<file path="config.mk">
export PLATFORM = sky130hd
export DESIGN_NAME = node_reader
export DESIGN_NICKNAME = d
export VERILOG_FILES = /design/src/rtl/graph_pkg.sv /design/src/rtl/node_reader.sv
export SDC_FILE = /design/constraint.sdc
export NUM_CORES = 1
export LEC_CHECK = 0
export BUFFER_PORTS_ARGS = -buffer_cell sky130_fd_sc_hd__buf_4
export CORE_AREA = 5 5 223 225
export DETAILED_ROUTE_END_ITERATION = 8
export DIE_AREA = 0 0 228 230
export HOLD_SLACK_MARGIN = 0.1
export MAX_ROUTING_LAYER = met4
export PLACE_DENSITY = 0.56
export REMOVE_ABC_BUFFERS = 1
export SKIP_CTS_REPAIR_TIMING = 1
export SLEW_MARGIN = 10
export SYNTH_ARGS = -nofsm -noshare
export SYNTH_HDL_FRONTEND = slang
export SYNTH_SLANG_ARGS = --single-unit
</file>
<file path="constraint.sdc">
create_clock -name clk -period 6.3 [get_ports clk]
set_input_delay 0.315 -clock clk [delete_from_list [all_inputs] [get_ports clk]]
set_output_delay 0.315 -clock clk [all_outputs]
set_load 0.01 [all_outputs]
</file>
<file path="src/rtl/graph_pkg.sv">
package graph_pkg;

	// Every record field is one 16-bit word.
	localparam int FIELD_W     = 16;
	localparam int FIELD_COUNT = 17;                   // x, y, id, parent, cost, six id/dist pairs.
	localparam int REC_W       = FIELD_W * FIELD_COUNT; // 272 bits per record.
	localparam int ADDR_W      = 7;
	localparam int NODE_COUNT  = 128;                  // One record per address.
	localparam int CHILD_SLOTS = 6;

	// Id that marks an empty slot in the child results.
	localparam int NO_NODE_ID = 800;

	// Field positions inside a record, most significant field first.
	localparam int X_LSB      = 256;
	localparam int Y_LSB      = 240;
	localparam int ID_LSB     = 224;
	localparam int PARENT_LSB = 208;
	localparam int COST_LSB   = 192;

	// Child pairs follow the cost field, each id directly above its distance.
	localparam int CHILD_ID_LSB [CHILD_SLOTS]   = '{176, 144, 112, 80, 48, 16};
	localparam int CHILD_DIST_LSB [CHILD_SLOTS] = '{160, 128, 96, 64, 32, 0};

	typedef logic [FIELD_W-1:0] node_id_t;
	typedef logic [ADDR_W-1:0]  node_addr_t;
	typedef logic [REC_W-1:0]   node_rec_t;
	typedef logic [2:0]         child_cnt_t; // Counts up to CHILD_SLOTS.

	// An empty record has only its id field set.
	localparam node_rec_t EMPTY_REC = node_rec_t'(NO_NODE_ID) << ID_LSB;

	// Each scanned address walks through ADDR, WAIT and CHECK.
	typedef enum logic [3:0] {
		ST_IDLE,
		ST_NODE_ADDR,   // Address of the record under test is on the RAM.
		ST_NODE_WAIT,   // Registered read is in flight.
		ST_NODE_CHECK,  // Compare the record id with the requested id.
		ST_CHILD_START, // Rewind to address 0 for the child scan.
		ST_CHILD_ADDR,
		ST_CHILD_WAIT,
		ST_CHILD_CHECK, // Collector compares against the six child ids.
		ST_DONE
	} reader_state_t;

endpackage

</file>
<file path="src/rtl/node_reader.sv">
module node_reader (
	input  logic                 clk,
	input  logic                 reset,
	input  logic                 find_node,
	input  graph_pkg::node_id_t   node_id,
	input  graph_pkg::node_rec_t  read_rec,
	input  logic                 all_found,
	output graph_pkg::node_addr_t read_addr,
	output graph_pkg::node_rec_t  node_rec,
	output logic                 found,
	output logic                 clear_slots,
	output logic                 check_child,
	output logic                 done,
	output logic                 busy
);
	import graph_pkg::*;

	reader_state_t state;
	node_id_t      target_id; // Requested id held for the whole lookup.
	node_id_t      rec_id;
	logic          node_hit;
	logic          last_addr;
	logic          accept;

	assign rec_id    = read_rec[ID_LSB +: FIELD_W];
	assign node_hit  = (rec_id != '0) && (rec_id == target_id); // Id 0 is never a node.
	assign last_addr = (read_addr == node_addr_t'(NODE_COUNT - 1));
	assign accept    = (state == ST_IDLE) && find_node; // Pulses elsewhere are dropped.

	// Lookup FSM. Each address takes three cycles in either scan.
	always_ff @(posedge clk) begin
		if (reset) begin
			state     <= ST_IDLE;
			found     <= 1'b0;
			read_addr <= '0;
		end else begin
			case (state)
				ST_IDLE: begin
					if (accept) begin
						state     <= ST_NODE_ADDR;
						found     <= 1'b0; // Results of the previous lookup end here.
						read_addr <= '0;
					end
				end
				ST_NODE_ADDR: state <= ST_NODE_WAIT;
				ST_NODE_WAIT: state <= ST_NODE_CHECK;
				ST_NODE_CHECK: begin
					if (node_hit) begin
						found <= 1'b1;
						state <= ST_CHILD_START;
					end else if (last_addr) begin
						state <= ST_DONE; // An absent id skips the child scan.
					end else begin
						read_addr <= read_addr + 1'b1;
						state     <= ST_NODE_ADDR;
					end
				end
				ST_CHILD_START: begin
					read_addr <= '0; // Children may sit anywhere in memory.
					state     <= ST_CHILD_ADDR;
				end
				ST_CHILD_ADDR: state <= ST_CHILD_WAIT;
				ST_CHILD_WAIT: state <= ST_CHILD_CHECK;
				ST_CHILD_CHECK: begin
					// all_found lags the collector by one check.
					if (all_found || last_addr) begin
						state <= ST_DONE;
					end else begin
						read_addr <= read_addr + 1'b1;
						state     <= ST_CHILD_ADDR;
					end
				end
				ST_DONE: state <= ST_IDLE;
				default: state <= ST_IDLE;
			endcase
		end
	end

	// Request id and node record load only at accept and on the match.
	always_ff @(posedge clk) begin
		if (accept) begin
			target_id <= node_id;
			node_rec  <= EMPTY_REC;
		end else if ((state == ST_NODE_CHECK) && node_hit) begin
			node_rec <= read_rec; // This is what the collector matches children against.
		end
	end

	assign clear_slots = accept;
	assign check_child = (state == ST_CHILD_CHECK) && !all_found;
	assign done        = (state == ST_DONE);
	assign busy        = (state != ST_IDLE);

	a_done_pulse : assert property (
		@(posedge clk) disable iff (reset)
		done |=> !done
	);

endmodule

</file>
==> results by group, run 1 <==
Pwr
  – Lkg Pwr: 8.06 nW
  – Max VDD drop: 160 uV
  – Design Power: 4.31 mW
  – PD cells: 221 nW/um^2

STA
  – Peak Freq: 0.290 GHz
  – Slew margin rel.: 0.235
  – Worst Max-Slew Pin Slew: 1.15 ns
  – Setup TNS: 0 ns
  – Final Max Tran Viols: 0
  – Worst hold slack: 0.119 ns
  – Final count of hold timing violations: 0
  – Final worst path period share: 0.547
  – Final setup viols: 0
  – Setup Skew: 0.0149 ns
  – RSZ-0062 raised after global routing: false
  – Fin crit period: 3.45 ns

Worst setup path
  – Critical setup path kind: input port to flip-flop
  – Critical path peak fanout: 107
  – Crit-path cells: dlygate4sd3_1 > buf_4 > xor2_1 > nor4_1 > nand3_1 > or4_4 > buf_12 > nand2_1 > a21oi_1
  – Worst path max stage delay: 1.01 ns
  – Critical path origin: read_rec[238]
  – Critical Path RT: 6.67 ns
  – Startpoint Class: input port
  – Critical Path AT: 3.82 ns
  – Crit end category: flip-flop
  – Critical R2R Launch: target_id[14]
  – Slowest CP cell: or4_4

Die
  – Core area: 47300 sq um
  – Die Wd: 228 microns
  – Total die area: 52400 sq um
  – Die Ht: 230 microns
  – Row count: 80
  – Initial core utilization: 0.232
  – Top Ports: 576

Yosys
  – Count of cell types in the netlist: 42
  – Synth Cell Area: 11000 sq um
  – Main synth FF type: dfxtp_1
  – Synthesized area per cell: 8.38 sq um
  – #FFs+latches synth: 300
  – Yosys warning total: 0
  – Fraction of registers with async set or reset after synthesis: 0
  – Synth Instances: 1311
  – Seq/Total Area, Yosys: 0.561
  – Number of synthesized flops with an enable pin: 16

Final layout
  – Net count, final: 2413
  – Most common cell after layout, fill and taps aside: buf_4
  – Commonest non-fill, non-tap cells in the layout: buf_4, nand2_1, dlygate4sd3_1
  – Layout cells sized above 1: 0.319
  – Area Growth Syn to Fin: 77.4%
  – Layout filler cell count: 4540
  – Fin cells: 2758

Placement
  – Placer congestion estimate: 0.822
  – Final HPWL DP: 28100 microns
  – Dpl cells: 2412
  – IO Port Bufs: 575

Clock tree
  – CTS clk-pin slew, worst paths: 0.06 ns
  – Num CTS Buffers: 36
  – CTS tree: built
  – Worst skew pair latency: 0.53 ns
  – Root buf cell: clkbuf_16
  – Clk sink count: 300
  – Clock buffer depth: 3
  – H-tree depth: 2

Route
  – Iter 0 DRT Violations: 512
  – Final wirelength: 43200 microns
  – Pre-Repair DR Iteration Count: 5
  – DR WL/cell: 15.7 microns
  – ANT nets after route: 0
  – Vias/cell: 4.36
  – DRC errors left: 0
  – Via count: 12000

Global route
  – Largest net degree at the start of global routing: 168
  – Initial antenna violation count: 2
  – Vias in the first global route: 10600
  – Gr ovfl total: 0
  – First-pass GRT wire length: 59400 microns
  – Global Route Usage Sum: 0.143

Outcome
  – Outcome: completed

Worst hold path
  – Min-delay src: read_rec[224]
  – HP Class: input port to flip-flop

Flow run
  – Max-Cap Viols: 0
cells in the mapped netlist, drive strengths merged, types with 2 or more instances:
cell      n  area (sq um)
edfxtp   16           480
nand3     6          30.0
a211oi    2          15.0
o211ai    2          15.0
inv       3          11.3
or3       2          12.5
nand2   553          2190
or4       3          22.5
xnor2     3          26.3
dfxtp   284          5690
o21ai     7          35.0
buf      64           547
a21oi   275          1380
nand4     2          12.5
and3      3          18.8
xor2     14           123
clkbuf   31           116
nor2     15          56.3
a31oi     2          12.5
nand3b    2          15.0
nor4      8          56.3
sequential cells by signal, summed over array words and instances, names as in the netlist:
name,count
node_rec,272
target_id,16
read_addr,7
state,4
found,1
final cells by class:
| cell class | instances | area (sq um) | share of cell area |
|---|---|---|---|
| Antenna cell | 2 | 5.00 | 0.000257 |
| Clock buffer | 51 | 1020 | 0.0523 |
| Clock inverter | 8 | 75.1 | 0.00385 |
| Inverter | 3 | 18.8 | 0.000963 |
| Multi-Input combinational cell | 913 | 4160 | 0.214 |
| Sequential cell | 300 | 6170 | 0.316 |
| Tap cell | 615 | 769 | 0.0395 |
| Timing Repair Buffer | 866 | 7280 | 0.373 |
worst paths after layout:
check | to | slack [ns] | cells after the start
max | node_rec[252] | 2.85 | 9
min | node_rec[224] | 0.12 | 3
max reg2reg | node_rec[252] | 2.97 | 7
min reg2reg | node_rec[45] | 0.45 | 2
logic make-up (layout without fill, tap and decap cells):
group,count (synthesis),after routing,share of synthesized area
AO/OA/AOI/OAI,295,295,0.138
XOR/XNOR,17,17,0.0135
adder cells (fa/ha/maj),1,1,0.00114
buffers and inverters,98,928,0.0614
flip-flops,300,300,0.561
multiplexers,1,1,0.000911
other,0,2,0
AND/OR/NAND/NOR,599,599,0.223
critical path: cells and delay by family:
family          cells  cell delay [ns]
buf+inv             3             1.13
compound gates      1             0.08
simple gates        4             1.98
xor+xnor            1             0.15
per-stage QoR:
stage / utilization / cell area, sq um / setup WS [ns]
after detailed placement: 0.328 / 15500 / 2.81
after global routing: 0.412 / 19500 / 2.65
final: 0.412 / 19500 / 2.85
after CTS: 0.351 / 16600 / 2.88
after global placement: 0.328 / 15500 / 2.87
after floorplan: - / 10300 / -6.83
metal layers:
metal | up-vias | share of wire | GRT usage
li1 | 5887 | - | -
met1 | 5601 | 0.39 | 0.161
met2 | 459 | 0.52 | 0.244
met3 | 90 | 0.064 | 0.0472
met4 | 0 | 0.028 | 0.0380
met5 | - | 0 | -
report_power, final:
part / switching [mW] / total [mW] / internal, mW / leakage (nW)
Sequential: 0.00772 / 1.93 / 1.93 / 2.44
Clock: 0.798 / 1.96 / 1.16 / 0.536
Combinational: 0.165 / 0.417 / 0.252 / 5.08
Total: 0.971 / 4.31 / 3.34 / 8.06
No activity file was read; power rests on OpenSTA's default activity.
==> inputs of run 2 (changes only) <==
Settings changed: ABC_AREA from default to 1, CORE_AREA 5 5 223 225 to 5 5 222 224, DIE_AREA 0 0 228 230 to 0 0 227 229.
Clock period 6.3 ns to 3.55 ns, I/O delays scaled along.
==> results by group, run 2 <==
STA
  – Final Max Tran Viols: 0
  – Final setup viols: 0
  – Setup TNS: 0 ns
  – Final worst slack: 1.03 ns
  – Worst Max-Slew Pin Slew: 0.699 ns
  – Final worst path period share: 0.710
  – Worst hold slack: 0.120 ns
  – Peak Freq: 0.397 GHz
  – Fin crit period: 2.52 ns
  – Final count of hold timing violations: 0
  – RSZ-0062 raised after global routing: false
  – Slew margin rel.: 0.534
  – Setup Skew: 0.0145 ns

Final layout
  – Net count, final: 2515
  – Largest regs: node_rec (272), target_id (16), read_addr (7)
  – Multi-input gate area: 4120 sq um
  – Most common cell after layout, fill and taps aside: buf_4
  – Fin cells: 2865
  – Fin area: 19800 sq um
  – Commonest non-fill, non-tap cells in the layout: buf_4, nor2_1, dlygate4sd3_1
  – Top reg by flops: node_rec
  – Largest register FFs: 272
  – Register area: 6170 sq um
  – Layout filler cell count: 4550
  – Area Growth Syn to Fin: 81.0%
  – Layout cells sized above 1: 0.295

Clock tree
  – Clock buffer depth: 3
  – Worst skew pair latency: 0.54 ns
  – H-tree depth: 2
  – CTS tree: built
  – Num CTS Buffers: 37
  – CTS clk-pin slew, worst paths: 0.06 ns
  – Clk sink count: 300
  – Root buf cell: clkbuf_16

Worst setup path
  – Worst R2R End: node_rec[101]
  – Worst path max stage delay: 0.50 ns
  – Critical R2R Launch: target_id[14]
  – Most common cell on crit path: nor2_1
  – Critical Path AT: 2.98 ns
  – Worst r2r path cells: 10
  – Critical path peak fanout: 91
  – Crit end category: flip-flop
  – Slack of the worst reg-to-reg path: 1.03 ns
  – Critical setup path kind: flip-flop to flip-flop
  – Slowest CP cell: inv_8
  – Startpoint Class: flip-flop
  – Crit-path cells: xnor2_1 > nand2_1 > nor2_1 > nand2_1 > nor2_1 > nand2_2 > inv_8 > buf_4 > nor2_1 > nor2_1
  – Critical Path RT: 4.01 ns

Route
  – Via count: 12400
  – Iter 0 DRT Violations: 653
  – Final wirelength: 45500 microns
  – Pre-Repair DR Iteration Count: 5
  – Vias/cell: 4.34
  – DRC errors left: 0
  – DR WL/cell: 15.9 microns
  – ANT nets after route: 0

Yosys
  – Number of synthesized flops with an enable pin: 16
  – Count of cell types in the netlist: 27
  – Main synth FF type: dfxtp_1
  – Top post-synthesis cells by area: dfxtp_1, nor2_1, o21ai_1
  – #FFs+latches synth: 300
  – Synth top area share: 0.520
  – Most frequent cell after synthesis: nor2_1
  – Seq/Total Area, Yosys: 0.564
  – Fraction of registers with async set or reset after synthesis: 0
  – Yosys warning total: 0
  – Synth Cell Area: 10900 sq um
  – Synthesized area per cell: 7.87 sq um
  – Post-synth top area cell: dfxtp_1
  – Top cells by count, synth: nor2_1, dfxtp_1, o21ai_1
  – Synth Instances: 1390

Pwr
  – Max VDD drop: 364 uV
  – PD cells: 402 nW/um^2
  – Lkg Pwr: 8.79 nW

Die
  – Row count: 80
  – Initial core utilization: 0.232
  – Core area: 47100 sq um
  – Top Ports: 576
  – Die Wd: 227 microns
  – Total die area: 52000 sq um
  – Die Ht: 229 microns

Outcome
  – Outcome: completed

Placement
  – Dpl cells: 2509
  – Final HPWL DP: 31400 microns
  – Place WS: 1.09 ns
  – IO Port Bufs: 575
  – Placer congestion estimate: 0.879
  – Dpl cell area: 15700 sq um

Worst hold path
  – WHS Path Cells: 6
  – Hold endpoint: state[2]
  – HP Class: input port to flip-flop
  – Min-delay src: all_found

Global route
  – Vias in the first global route: 10800
  – Largest net degree at the start of global routing: 127
  – Global Route Usage Sum: 0.154
  – Initial antenna violation count: 1
  – First-pass GRT wire length: 62300 microns
  – Gr ovfl total: 0

Flow run
  – Max-Cap Viols: 0
## run 2: metrics by stage
step                power, mW   util
CTS                      7.81  0.358
global route             8.30  0.420
floorplan                3.78      -
detailed placement       4.14  0.334
finish                   7.95  0.420
global placement         4.13  0.334
## run 2: worst max path at each step
| stage | startpoint | end | depth (start not counted) |
|---|---|---|---|
| floorplan | target_id[1] | node_rec[0] | 8 |
| global placement | target_id[14] | node_rec[231] | 10 |
| detailed placement | target_id[14] | node_rec[152] | 10 |
| CTS | target_id[14] | node_rec[152] | 10 |
| global route | target_id[14] | node_rec[128] | 10 |
| finish | target_id[14] | node_rec[101] | 10 |
## run 2: cells by family (layout without fill, tap and decap cells)
group	count (synthesis)	in the layout	synth area share
buf+inv	124	980	0.0613
fa+ha+maj	1	1	0.00114
simple gates	668	668	0.234
flops	300	300	0.564
compound gates	287	287	0.132
other cells	0	4	0
xor+xnor	10	10	0.00801
## run 2: worst max-delay path, delay by kind of cell (launching register included)
kind / cells / cell delay (ns)
xor+xnor: 1 / 0.24
simple gates: 7 / 0.92
flops: 1 / 0.37
buf+inv: 2 / 0.79
## run 2: area by class of cell
cell class	count	share of cell area
clock buffers	54	0.0557
diodes	4	0.000505
clock inverters	9	0.00297
flip-flops and latches	300	0.311
well taps	615	0.0389
repair buffers	883	0.376
multi-input cells	966	0.208
inverters	34	0.00708
## run 2: power breakdown
part / switching (mW) / internal [mW] / total [mW]
sequential: 0.00744 / 3.42 / 3.42
clock: 1.46 / 2.15 / 3.61
combinational: 0.390 / 0.526 / 0.916
total: 1.86 / 6.09 / 7.95
## run 2: metal layers
metal	global-route usage	wire (microns)	vias to the layer above
met2	0.261	22700	478
met1	0.173	17700	5743
li1	-	-	6108
met3	0.0487	3750	97
met5	-	0	-
met4	0.0497	1360	0
